$ cat src/source/led_panel_pkg.sv
package led_panel_pkg;

	localparam int panel_cols = 64; // columns per scan row
	localparam int scan_rows = 32; // rows per panel half

	localparam int col_bits = 6;
	localparam int row_bits = 5;

	// half bit on top of row and column
	localparam int addr_bits = 1 + row_bits + col_bits;

	localparam int pixel_depth = 4096; // both halves, 2 x 32 x 64

	localparam int pixel_bits = 4;

	// bit 0 red, bit 1 green, bit 2 blue
	// bit 3 spare, goes out to the panel as written
	typedef logic [pixel_bits-1:0] pixel_t;

	// Buffer address. The write port sees a flat word index, the scan side
	// builds the same word from half, row and column.
	typedef union packed {
		logic [addr_bits-1:0] flat; // word index into the buffer

		struct packed {
			logic half; // 0 upper half, 1 lower half
			logic [row_bits-1:0] row; // scan row within the half
			logic [col_bits-1:0] col; // column within the row
		} field;
	} pixel_addr_t;

endpackage
$ cat src/source/scan_controller.sv
`timescale 1ns/10ps

module scan_controller #(
	parameter int on_cycles = 4 // clocks a latched row stays lit
) (
	input logic clk,
	input logic rst,

	output logic [led_panel_pkg::row_bits-1:0] row_addr,
	output logic [led_panel_pkg::col_bits-1:0] col_addr,
	output logic fbuf_re,
	output logic display_clk,
	output logic latch,
	output logic display_blank
);

	// state names the phase that starts at the coming edge
	localparam logic [2:0] fetch = 3'd0;
	localparam logic [2:0] shift_high = 3'd1;
	localparam logic [2:0] shift_low = 3'd2;
	localparam logic [2:0] latch_high = 3'd3;
	localparam logic [2:0] latch_low = 3'd4;
	localparam logic [2:0] lit = 3'd5;

	localparam int cnt_bits = (on_cycles < 1) ? 1 : $clog2(on_cycles + 1);

	localparam logic [led_panel_pkg::col_bits-1:0] last_col =
		led_panel_pkg::col_bits'(led_panel_pkg::panel_cols - 1);
	localparam logic [led_panel_pkg::row_bits-1:0] last_row =
		led_panel_pkg::row_bits'(led_panel_pkg::scan_rows - 1);
	localparam logic [cnt_bits-1:0] lit_end = cnt_bits'(on_cycles);

	logic [2:0] state;
	logic [cnt_bits-1:0] lit_cnt; // edges spent in lit

	always_ff @(posedge clk or posedge rst) begin
		if (rst) begin
			state <= fetch;
			row_addr <= '0;
			col_addr <= '0;
			fbuf_re <= 1'b0;
			display_clk <= 1'b0;
			latch <= 1'b0;
			display_blank <= 1'b1;
			lit_cnt <= '0;
		end else begin
			case (state)
				fetch: begin
					fbuf_re <= 1'b1; // buffer reads at the end of this phase
					display_clk <= 1'b0;
					latch <= 1'b0;
					display_blank <= 1'b1;
					state <= shift_high;
				end

				shift_high: begin
					fbuf_re <= 1'b0;
					display_clk <= 1'b1; // pixel pair valid on dout
					state <= shift_low;
				end

				shift_low: begin
					display_clk <= 1'b0;
					if (col_addr == last_col) begin
						col_addr <= '0;
						state <= latch_high;
					end else begin
						col_addr <= col_addr + 1'b1;
						state <= fetch;
					end
				end

				latch_high: begin
					latch <= 1'b1;
					state <= latch_low;
				end

				latch_low: begin
					latch <= 1'b1; // second latch clock
					state <= lit;
				end

				lit: begin
					latch <= 1'b0;
					if (lit_cnt == lit_end) begin
						// blank again, next row, phase 0 right away
						lit_cnt <= '0;
						display_blank <= 1'b1;
						fbuf_re <= 1'b1;
						state <= shift_high;
						if (row_addr == last_row) begin
							row_addr <= '0;
						end else begin
							row_addr <= row_addr + 1'b1;
						end
					end else begin
						lit_cnt <= lit_cnt + 1'b1;
						display_blank <= 1'b0; // row on
					end
				end

				default: begin
					state <= fetch;
					fbuf_re <= 1'b0;
					display_clk <= 1'b0;
					latch <= 1'b0;
					display_blank <= 1'b1;
					lit_cnt <= '0;
				end
			endcase
		end
	end

endmodule

$ cat config.mk
export PLATFORM = sky130hd
export DESIGN_NAME = scan_controller
export DESIGN_NICKNAME = d
export VERILOG_FILES = /design/src/source/led_panel_pkg.sv /design/src/source/scan_controller.sv
export SDC_FILE = /design/constraint.sdc
export NUM_CORES = 1
export LEC_CHECK = 0
export ABC_AREA = 1
export BUFFER_PORTS_ARGS = -buffer_cell sky130_fd_sc_hd__buf_4
export CORE_ASPECT_RATIO = 1.4
export CORE_UTILIZATION = 50
export CTS_CLUSTER_DIAMETER = 60
export DETAILED_ROUTE_END_ITERATION = 8
export PLACE_DENSITY = 0.7
export SYNTH_ARGS = -nofsm -noshare
export SYNTH_HDL_FRONTEND = slang
export SYNTH_SLANG_ARGS = --single-unit
$ cat constraint.sdc
create_clock -name clk -period 1.41 [get_ports clk]
set_input_delay 0.2115 -clock clk [delete_from_list [all_inputs] [get_ports clk]]
set_output_delay 0.2115 -clock clk [all_outputs]
set_load 0.01 [all_outputs]
---- Word-level counts from Yosys, hierarchy flattened ----
Index checks and enable logic that the tools add are counted.
word-level totals
  register bits ........................... 21
  latch bits .............................. 0
  RAM bits ................................ 0
  bits in read-only memories .............. 0
  input bits .............................. 2
  output and inout bits ................... 15
  word-level logic and storage cells ...... 43
  memories kept ........................... 0
cells by class
  $add $sub $neg .......................... 3
  multiply operators ...................... 0
  div/mod/pow operators ................... 0
  magnitude comparators ................... 0
  equality and inequality tests ........... 9
  shifts and indexed selects .............. 0
  multiplexer cells ....................... 13
  bitwise operators ....................... 1
  reduce and logical (&&, ||, !) cells .... 9
operator list
  cell                 count
  $pmux 3 s6           1
  $eq 3x3->1 const B   3
  $add 6x1->6 const B  1
  $eq 3x2->1 const B   2
  $eq 6x6->1 const B   1
  $mux 3               2
  $mux 6               1
  $pmux 1 s2           3
  $pmux 3 s2           1
  $reduce_or 3->1      2
  $add 5x1->5 const B  1
  $eq 5x5->1 const B   1
  $mux 5               1
  $reduce_or 5->1      1
  $reduce_and 2->1     2
  $reduce_or 2->1      2
  $reduce_or 4->1      1
  $add 3x1->3 const B  1
  $eq 3x1->1 const B   1
  $logic_not 3->1      1
  $pmux 1 s3           1
  $mux 1               2
  $mux 2               1
  $ne 2x2->1 const B   1
  $not 1->1            1

---- Depth between registers and ports, before layout ----
Gate-level depths: netlist (run 1).
  depth after elaboration ................. 4
  mapped depth ............................ 8
  gate-level depth less buffers ........... 7

---- Worst setup path after synthesis (run 1) ----
OpenSTA, ideal clock, no wires.
  path type ............................... register -> register
  start point ............................. register row_addr[0] (netlist name)
  end point ............................... register row_addr[4] (netlist name)
  data arrival time ....................... 1102 ps
  setup slack ............................. 191 ps
  stages on the path, launching flop included .. 7
  buffers on the path ..................... 0
  cell sequence ........................... dfrtp_1 > ha_1 > nand2_1 > nor2_1 > ha_1 > nand2_1 > nand2_1
between the ends
  longest elaborated chain between the ends .. 2
  elaborated cells between the ends (all ways) .. 3
  those cells by class .................... add/sub: 1; eq/ne: 1; mux: 1
RTL lines
  element                                           RTL line                                      source
  start, declared                                   scan_controller.sv:9                          output logic [led_panel_pkg::row_bits-1:0] row_addr,
  start signal, assigned                            scan_controller.sv:94                         row_addr <= row_addr + 1'b1;
  $add 5x1->5 / $eq 5x5->1 (equally long branches)  scan_controller.sv:94, scan_controller.sv:91
  $mux 5 *                                          scan_controller.sv:91                         if (row_addr == last_row) begin
Every way passes the cells marked *; elsewhere a longest branch is shown, timed or not.
A chain may end at the register's enable or synchronous reset.

---- Final worst setup path (run 1) ----
  start point ............................. register row_addr[0] (netlist name)
  end point ............................... register row_addr[0] (netlist name)
Same word-level chain as after synthesis.

==> flow_metrics.py, run 1 <==
metrics = {
    "worst_setup_path": {
        "required_ps": 1640,
        "crit_type": "flip-flop to flip-flop",
        "rrSetupSlack_ps": 150,
        "end_kind": "flip-flop",
        "crit_fanout": 4,
        "cp_data_arrival_time_ps": 1500,
        "startpoint_type": "flip-flop",
    },
    "die": {
        "dieArea_mm2": 0.00235,
        "fp.dieW_um": 41.2,
        "die_height_um": 56.9,
        "initial_core_util_pct": 53.9,
        "rows": 19,
        "io_pins": 17,
        "coreArea_mm2": 0.00200,
    },
    "placed_design": {
        "placed_area_mm2": 0.00122,
        "finalWeightedCongestion": 0.847,
        "dp_hpwl_mm": 1.43,
        "port_buffers": 16,
    },
    "routing": {
        "wl_per_cell_um": 11.1,
        "drc": 0,
        "vias": 889,
        "via_per_inst": 5.14,
        "drt_wl_total_mm": 1.93,
        "drtIter0Drc": 15,
        "antenna_left": 0,
        "dr.pass1.iters": 4,
    },
    "cts": {
        "worstSkewPairLatency_ps": 310,
        "clkTransAtPathRegs_ps": 120,
        "cts.sinks": 21,
        "post-cts-setup-buffers": 0,
        "clockBufferDepth": 2,
        "cts_htree_levels": 1,
        "numCtsBuffers": 3,
        "cts_tree": "yes",
        "cts.root.buffer_cell": "clkbuf_4",
    },
    "finish": {
        "fin_nets": 160,
        "fillers": 185,
        "diodes": 0,
        "final_layout_size_suffix_gt1_share_pct": 20.4,
        "post-route-cell-area_mm2": 0.00126,
        "layout-area-overhead-vs-synth_pct": 16.7,
    },
    "power_and_ir_drop": {
        "leakagePower_nw": 0.676,
        "p_per_area_mw_per_mm2": 729,
        "peakVddDrop_mv": 0.672,
        "power_uw": 916,
    },
    "logic_synthesis": {
        "syn-instance-count": 131,
        "synth_flop_cell": "dfrtp_1",
        "yosys.cell_types.count": 20,
        "yosysWarnings": 0,
        "synth_edf_count": 0,
        "netlist_area_mm2": 0.00108,
        "syn_nets": 138,
        "ys_async_sr_fraction_pct": 100,
        "ys_ff_latch": 21,
        "avgSynthCellArea_um2": 8.22,
        "synth-seq-area-share_pct": 48.9,
    },
    "flow_run": {
        "drv_cap": 0,
    },
    "sta": {
        "fmax_mhz": 791,
        "drv_slew": 0,
        "setup-tns-final_ps": 0,
        "fin_crit_sh_pct": 89.6,
        "setup_violations": 0,
        "min_period_ps": 1260,
        "final.setup_skew_ps": 7.89,
        "worstMarginPinSlew_ps": 292,
        "hold_viol_final": 0,
        "grt_setup_unrepaired": "no",
        "relSlewSlack_pct": 80.6,
    },
    "grt": {
        "met1_usage_pct": 23.2,
        "gr-usage-met3_pct": 4.74,
        "antenna_found_initial": 0,
        "grt_pass1_vias": 798,
        "use_met2_pct": 31.9,
        "grt_pass1_wl_mm": 3.19,
        "busiest_layer": "met2",
        "grt_max_degree": 22,
        "grt_use_total_pct": 19.6,
        "grt_overflow": 0,
    },
    "min_path": {
        "hp-class": "primary input to async pin",
    },
    "status": {
        "outcome": "complete, no violations",
    },
}
-- stage by stage --
step | hold slack [ps] | setup slack [ps] | instances | utilization, %
after floorplan | 187 | 191 | 131 | -
after global placement | 263 | 171 | 168 | 61.1
after detailed placement | 268 | 144 | 168 | 61.1
after CTS | 476 | 114 | 173 | 63.0
after global routing | 500 | 8.31 | 173 | 63.0
final | 462 | 146 | 173 | 63.0
-- where the power goes --
group / total (mW) / internal (mW) / switching [mW]
clock: 0.296 / 0.106 / 0.190
combinational: 0.0175 / 0.00559 / 0.0119
sequential: 0.602 / 0.602 / 0
total: 0.916 / 0.714 / 0.202
-- metal layers --
metal | share of wire (%) | vias to the layer above
met4 | 2.4 | 0
met2 | 51 | 19
met3 | 3.1 | 6
li1 | - | 451
met5 | 0 | -
met1 | 44 | 413
-- state kept, by name, indices dropped and copies added, names as in the netlist --
signal / count
latch: 1
row_addr: 5
lit_cnt: 3
fbuf_re: 1
display_blank: 1
display_clk: 1
state: 3
col_addr: 6
-- placed cells by master, fill, tap and decap left out --
cell	synthesis	routed
a21boi_0	1	1
a21oi_1	3	3
buf_4	0	17
clkbuf_4	0	3
clkinv_2	0	1
dfrtp_1	20	20
dfstp_2	1	1
dlygate4sd3_1	0	1
ha_1	5	5
inv_1	15	14
inv_2	3	4
nand2_1	38	38
nand2_2	1	1
nand3_1	12	12
nand3_2	1	1
nand4_1	2	2
nor2_1	15	15
nor2_2	1	1
nor2_4	2	2
o21ai_0	4	4
o22ai_1	1	1
xnor2_1	2	2
xor2_1	3	3
-- path summary, 6_finish.rpt --
check,to,cells after the start,startpoint
hold / removal,row_addr[4]$_DFFE_PP0P_,4,rst
setup / recovery,row_addr[0]$_DFFE_PP0P_,7,row_addr[0]$_DFFE_PP0P_
max in group asynchronous,display_blank$_DFFE_PP1N_,4,rst
hold reg to reg,latch$_DFFE_PP0N_,2,latch$_DFFE_PP0N_
min in group clk,latch$_DFFE_PP0N_,2,latch$_DFFE_PP0N_
setup reg to reg,row_addr[0]$_DFFE_PP0P_,7,row_addr[0]$_DFFE_PP0P_
-- repair_timing --
action | in CTS | in global routing
resized for setup | 0 | 1
endpoints found under the hold margin | 20 | 0
hold buffers | 1 | 0
endpoints found under the setup margin | 0 | 1
-- cell type report --
class	instances	area (um^2)	share of cell area, %
clock buffers	3	22.5	1.79
clock inverters	1	5.00	0.398
flip-flops and latches	21	527	41.9
repair buffers	18	138	10.9
well taps	21	26.3	2.09
multi-input cells	91	472	37.5
inverters	18	67.6	5.37
-- Yosys cell counts (all sizes together) (2+ instances only) --
master	number	area, um^2
ha	5	62.6
nor2	18	85.1
xnor2	2	17.5
nand3	13	70.1
dfrtp	20	500
o21ai	4	20.0
nand4	2	12.5
a21oi	3	15.0
xor2	3	26.3
nand2	39	149
inv	18	67.6
-- critical path, stage by stage (launching register included) --
cell     delay [ps]
dfrtp_1         430
ha_1            240
nand2_1          70
nor2_1           40
ha_1            180
inv_2            80
nand3_1          80
o21ai_0          70
-- logic make-up (layout without fill, tap and decap cells) --
logic type | Yosys count | count (layout) | share of synthesized area (%)
simple gates | 72 | 72 | 29.4
flops | 21 | 21 | 48.9
buf+inv | 19 | 40 | 7.32
compound gates | 9 | 9 | 4.53
xor+xnor | 5 | 5 | 4.07
fa+ha+maj | 5 | 5 | 5.81
No activity file was read; power rests on OpenSTA's default activity.
==> inputs of run 2 (changes only) <==
Settings changed: ABC_AREA 1 to default, CORE_UTILIZATION 50 to 54, PLACE_DENSITY 0.7 to 0.74.
==> run 2 against run 1 <==
  * Global-route usage rose by 5.0 points
  * Worst setup slack got worse by 220 ps
  * Clock power fell by 2%
  * Sequential power barely moved
  * Register-to-register slack got worse by 220 ps
  * The flow now finishes with violations (negative setup slack)
==> flow_metrics.py, run 2 <==
metrics = {
    "cts": {
        "clockBufferDepth": 2,
        "cts_htree_levels": 1,
        "clkTransAtPathRegs_ps": 110,
        "cts_tree": "yes",
        "cts.sinks": 21,
        "worstSkewPairLatency_ps": 300,
        "numCtsBuffers": 3,
        "cts.root.buffer_cell": "clkbuf_4",
    },
    "sta": {
        "relSlewSlack_pct": 80.5,
        "setup_slack_ps": -75.9,
        "worstMarginPinSlew_ps": 290,
        "fin_crit_sh_pct": 105,
        "grt_setup_unrepaired": "yes",
        "hold_ws_ps": 488,
        "drv_slew": 0,
        "final.setup_skew_ps": 3.49,
        "setup-tns-final_ps": -173,
        "setup_violations": 3,
        "hold_viol_final": 0,
        "min_period_ps": 1490,
        "fmax_mhz": 673,
    },
    "finish": {
        "multi_input_area_um2": 577,
        "final_cells": 171,
        "fin_nets": 158,
        "mostFrequentLayoutCell": "buf_4",
        "final_cell_mix": "buf_4 (36), dfrtp_1 (20), o21ai_0 (12), nand2_1 (10)",
        "final_layout_size_suffix_gt1_share_pct": 36.0,
        "largestRegisters": "col_addr: 6 flops, row_addr: 5 flops",
        "fin_util_pct": 74.8,
        "regMostFlops": "col_addr",
        "post-route-cell-area_mm2": 0.00146,
        "layout-area-overhead-vs-synth_pct": 32.0,
        "largest_register_ffs": 6,
        "diodes": 0,
        "ff_latch_area_um2": 527,
        "fillers": 141,
    },
    "worst_setup_path": {
        "startpoint_type": "flip-flop",
        "crit_type": "flip-flop to flip-flop",
        "worstReg2RegStart": "row_addr[0]$_DFFE_PP0P_",
        "cp_data_arrival_time_ps": 1670,
        "reg2reg_depth": 7,
        "rrSetupSlack_ps": -80,
        "end_kind": "flip-flop",
        "crit_fanout": 4,
        "required_ps": 1600,
        "r2r_end": "row_addr[2]$_DFFE_PP0P_",
    },
    "logic_synthesis": {
        "synth-seq-area-share_pct": 47.7,
        "synth_area_leaders": "dfrtp_1 (45%), ha_1 (5.7%), o21ai_0 (5.4%)",
        "avgSynthCellArea_um2": 9.78,
        "syn-instance-count": 113,
        "ys_ff_latch": 21,
        "synth_flop_cell": "dfrtp_1",
        "synth_edf_count": 0,
        "yosysTopAreaCell": "dfrtp_1",
        "synth_commonest_cells": "dfrtp_1 (20), o21ai_0 (12), nand2_1 (10)",
        "yosys.cell_types.count": 34,
        "syn_nets": 120,
        "yosys.area.top_type_share_pct": 45.3,
        "yosysWarnings": 0,
        "netlist_area_mm2": 0.00110,
        "ys_async_sr_fraction_pct": 100,
        "synth_most_common_cell": "dfrtp_1",
    },
    "flow_run": {
        "drv_cap": 0,
    },
    "routing": {
        "drc": 0,
        "via_per_inst": 5.69,
        "wl_per_cell_um": 14.6,
        "antenna_left": 0,
        "vias": 973,
        "drt_wl_total_mm": 2.49,
        "dr.pass1.iters": 4,
        "drtIter0Drc": 15,
    },
    "status": {
        "outcome": "finished, violations left",
        "violations": "negative setup slack",
    },
    "power_and_ir_drop": {
        "peakVddDrop_mv": 0.614,
        "p_per_area_mw_per_mm2": 623,
        "leakagePower_nw": 0.687,
    },
    "placed_design": {
        "finalWeightedCongestion": 0.694,
        "place_inst": 161,
        "placed_area_mm2": 0.00136,
        "dp_hpwl_mm": 1.76,
        "port_buffers": 16,
    },
    "grt": {
        "grt_pass1_wl_mm": 3.88,
        "antenna_found_initial": 0,
        "grt_pass1_vias": 936,
        "grt_overflow": 0,
        "grt_use_total_pct": 24.6,
        "grt_max_degree": 22,
    },
    "die": {
        "die_height_um": 55.5,
        "dieArea_mm2": 0.00223,
        "initial_core_util_pct": 56.7,
        "fp.dieW_um": 40.2,
        "io_pins": 17,
        "coreArea_mm2": 0.00195,
        "rows": 19,
    },
    "min_path": {
        "hp-class": "primary input to async pin",
    },
}
## run 2: changes by cell type after synthesis, sizes merged, moves of 5 or more
cell    previous run  this run
inv               18         3
nand2             39        10
nand2b             0         5
nand3             13         5
nor2              18         2
nor2b              0         5
o21ai              4        13
## run 2: report_power, final
part | internal, mW | switching (mW) | leakage, nW | total (mW)
Clock | 0.110 | 0.178 | 0.0150 | 0.289
Sequential | 0.602 | 0 | 0.277 | 0.602
Combinational | 0.00559 | 0.0123 | 0.396 | 0.0179
## run 2: timing repair
item                                   CTS  global route
endpoints found under the hold margin   20             0
resized for setup                        0             8
hold buffers                             1             0
setup buffers                            1             4
pin swaps                                1             3
setup endpoints to repair                2             9
## run 2: per-layer routing
metal	vias up	routed length (um)	GRT usage, %
met5	-	0	0
met4	0	49	8.57
met3	6	46	2.41
met2	14	1390	41.2
met1	473	1010	31.3
li1	480	-	-
## run 2: worst max-delay path by stage
| stage | startpoint | endpoint | slack, ps |
|---|---|---|---|
| 4_1_cts | row_addr[1]$_DFFE_PP0P_ | row_addr[3]$_DFFE_PP0P_ | -70 |
| 3_5_place_dp | row_addr[1]$_DFFE_PP0P_ | row_addr[3]$_DFFE_PP0P_ | -60 |
| 6_report | row_addr[0]$_DFFE_PP0P_ | row_addr[2]$_DFFE_PP0P_ | -80 |
| 2_1_floorplan | row_addr[0]$_DFFE_PP0P_ | row_addr[3]$_DFFE_PP0P_ | -90 |
| 3_3_place_gp | row_addr[1]$_DFFE_PP0P_ | row_addr[3]$_DFFE_PP0P_ | -4 |
| 5_1_grt | row_addr[0]$_DFFE_PP0P_ | row_addr[2]$_DFFE_PP0P_ | -140 |
## run 2: area by class of cell
| class | count | share of cell area [%] |
|---|---|---|
| multi-input combinational | 84 | 39.5 |
| sequential | 21 | 36.1 |
| timing repair buffer | 38 | 20.0 |
| clock buffer | 4 | 1.80 |
| tap | 21 | 1.80 |
| inverter | 3 | 0.772 |
## run 2: cell families (layout without fill, tap and decap cells)
logic type / after synthesis / after routing / share of synthesized area, %
buffers and inverters: 8 / 45 / 3.74
adders and majority gates: 5 / 5 / 5.66
muxes: 1 / 1 / 1.02
DFF: 21 / 21 / 47.7
AOI/OAI and AO/OA: 30 / 30 / 16.5
and+or+nand+nor: 46 / 46 / 23.8
xor gates and xnor gates: 2 / 2 / 1.59
## run 2: metrics by stage
| stage | setup slack [ps] | power, mW |
|---|---|---|
| detailed placement | -58.5 | 0.631 |
| global placement | -3.71 | 0.630 |
| CTS | -65.8 | 0.922 |
| finish | -75.9 | 0.909 |
| global route | -141 | 0.948 |
| floorplan | -90.3 | 0.623 |
## run 2: worst max-delay path, stage by stage, from the launching register on
cell,delay (ps)
dfrtp_1,380
ha_2,190
and3_4,190
ha_4,140
buf_6,110
nor2_4,30
o31ai_2,230
o31ai_1,100
==> inputs of run 3 (changes only) <==
Settings changed: PLACE_DENSITY 0.74 to 0.87.
==> run 3 against run 2 <==
  * The flow still finishes with violations (negative setup slack)
  * Hold slack lost 69 ps
  * Die area is the same
  * Global-route usage grew 0.54 points
  * Clock-buffer cell count is the same
  * Clock power is essentially flat
  * Register-to-register slack is essentially flat
  * Critical path depth shrank 2
  * Non-clock buffer count shrank 4
  * Sequential share of layout area grew 0.76 points
  * First-iteration DRC count grew 60%
  * Combinational power is essentially flat
  * Worst setup slack lost 11 ps
  * Largest power group unchanged
  * Highest routed layer unchanged
==> flow_metrics.py, run 3 (synthesis gave the netlist of run 2 again) <==
metrics = {
    "status": {
        "outcome": "finished, violations left",
        "violations": "negative setup slack",
    },
    "sta": {
        "fmax_mhz": 668,
        "min_period_ps": 1500,
        "drv_slew": 0,
        "setup-tns-final_ps": -102,
        "fin_crit_sh_pct": 106,
        "grt_setup_unrepaired": "yes",
        "hold_viol_final": 0,
        "final.setup_skew_ps": 11.4,
        "relSlewSlack_pct": 74.8,
        "worstMarginPinSlew_ps": 377,
        "setup_slack_ps": -86.6,
        "setup_violations": 2,
    },
    "power_and_ir_drop": {
        "p_per_area_mw_per_mm2": 637,
        "peakVddDrop_mv": 0.610,
        "power_frac_seq_pct": 66.2,
        "leakagePower_nw": 0.666,
        "switching_power_uw": 192,
        "swShare_pct": 21.1,
        "internal_power_uw": 718,
        "pwr-share-comb_pct": 1.9,
        "p_clk_share_pct": 31.9,
    },
    "die": {
        "die_height_um": 55.5,
        "coreArea_mm2": 0.00195,
        "dieArea_mm2": 0.00223,
        "fp.dieW_um": 40.2,
        "rows": 19,
        "initial_core_util_pct": 56.7,
        "io_pins": 17,
    },
    "finish": {
        "final_layout_size_suffix_gt1_share_pct": 32.9,
        "largestRegisters": "col_addr: 6 flops, row_addr: 5 flops",
        "post-route-cell-area_mm2": 0.00143,
        "largest_register_ffs": 6,
        "fillers": 166,
        "diodes": 0,
        "fin_nets": 154,
        "final_cell_mix": "buf_4 (32), dfrtp_1 (20), o21ai_0 (10), nand2_1 (10)",
        "final_cells": 167,
        "mostFrequentLayoutCell": "buf_4",
        "regMostFlops": "col_addr",
        "layout-area-overhead-vs-synth_pct": 29.3,
        "fin_util_pct": 73.3,
    },
    "grt": {
        "grt_use_total_pct": 25.1,
        "antenna_found_initial": 0,
        "grt_max_degree": 16,
        "grt_pass1_wl_mm": 3.93,
        "grt_pass1_vias": 952,
        "grt_overflow": 0,
    },
    "worst_setup_path": {
        "crit_fanout": 5,
        "end_kind": "flip-flop",
        "startpoint_type": "flip-flop",
        "rrSetupSlack_ps": -90,
        "cp_data_arrival_time_ps": 1720,
        "reg2reg_depth": 5,
        "slowest_stage": "dfrtp_1",
        "max_stage_delay_ps": 390,
        "path_cells": "ha_2, and3_4, ha_4, or3_1, o211ai_1",
        "required_ps": 1630,
        "crit_type": "flip-flop to flip-flop",
    },
    "cts": {
        "clkTransAtPathRegs_ps": 120,
        "worstSkewPairLatency_ps": 310,
        "cts_tree": "yes",
        "cts_htree_levels": 1,
        "cts.sinks": 21,
        "clockBufferDepth": 2,
        "numCtsBuffers": 3,
        "cts.root.buffer_cell": "clkbuf_4",
    },
    "placed_design": {
        "placed_area_mm2": 0.00134,
        "port_buffers": 16,
        "dp_hpwl_mm": 1.76,
        "place_ws_ps": -98.0,
        "place_inst": 158,
        "finalWeightedCongestion": 0.776,
    },
    "routing": {
        "dr.pass1.iters": 4,
        "antenna_left": 0,
        "via_per_inst": 5.77,
        "drtIter0Drc": 24,
        "drc": 0,
        "vias": 963,
        "drt_wl_total_mm": 2.40,
        "wl_per_cell_um": 14.4,
    },
    "flow_run": {
        "drv_cap": 0,
    },
    "min_path": {
        "hp-class": "primary input to async pin",
    },
}
==> run 3: final timing paths <==
kind | startpoint | endpoint
setup / recovery | row_addr[1]$_DFFE_PP0P_ | row_addr[3]$_DFFE_PP0P_
hold / removal | rst | col_addr[3]$_DFFE_PP0P_
setup reg to reg | row_addr[1]$_DFFE_PP0P_ | row_addr[3]$_DFFE_PP0P_
hold reg to reg | col_addr[4]$_DFFE_PP0P_ | col_addr[4]$_DFFE_PP0P_
max in group asynchronous | rst | row_addr[3]$_DFFE_PP0P_
min in group clk | col_addr[4]$_DFFE_PP0P_ | col_addr[4]$_DFFE_PP0P_
==> run 3: layer usage <==
| layer | vias up | track usage [%] | share of wire, % |
|---|---|---|---|
| li1 | 473 | - | - |
| met3 | 5 | 2.81 | 2.3 |
| met1 | 469 | 29.1 | 40 |
| met5 | - | 0 | 0 |
| met4 | 0 | 11.4 | 1.9 |
| met2 | 16 | 43.1 | 56 |
==> run 3: timing repair <==
action | 4_1_cts | 5_1_grt
pin swaps | 1 | 1
gates resized for setup | 3 | 5
buffers inserted | 2 | 2
endpoints found under the setup margin | 4 | 6
hold buffers | 1 | 0
endpoints found under the hold margin | 8 | 0
==> run 3: critical path, delay by kind of cell, from the launching register on <==
family / cells / cell delay [ps]
AND/OR/NAND/NOR: 2 / 480
flip-flops: 1 / 390
adder cells (fa/ha/maj): 2 / 360
AO/OA/AOI/OAI: 1 / 170
==> run 3: final cells by class <==
type	count	area, um^2	share of cell area (%)
multi-input cells	84	577	40.4
flip-flops and latches	21	527	36.9
repair buffers	34	262	18.3
clock buffers	4	26.3	1.84
well taps	21	26.3	1.84
inverters	3	11.3	0.788
==> run 3: through the flow <==
step | power [mW] | hold WS, ps
floorplan | 0.623 | 187
global placement | 0.630 | 202
detailed placement | 0.630 | 207
CTS | 0.915 | 427
global route | 0.936 | 470
finish | 0.910 | 419
==> run 3: power groups by stage <==
stage	logic, mW	registers, mW	clock network (mW)
after detailed placement	0.0164	0.614	0
after CTS	0.0186	0.602	0.294
after global routing	0.0212	0.602	0.312
after global placement	0.0164	0.614	0
final	0.0177	0.602	0.290
after floorplan	0.00898	0.614	0
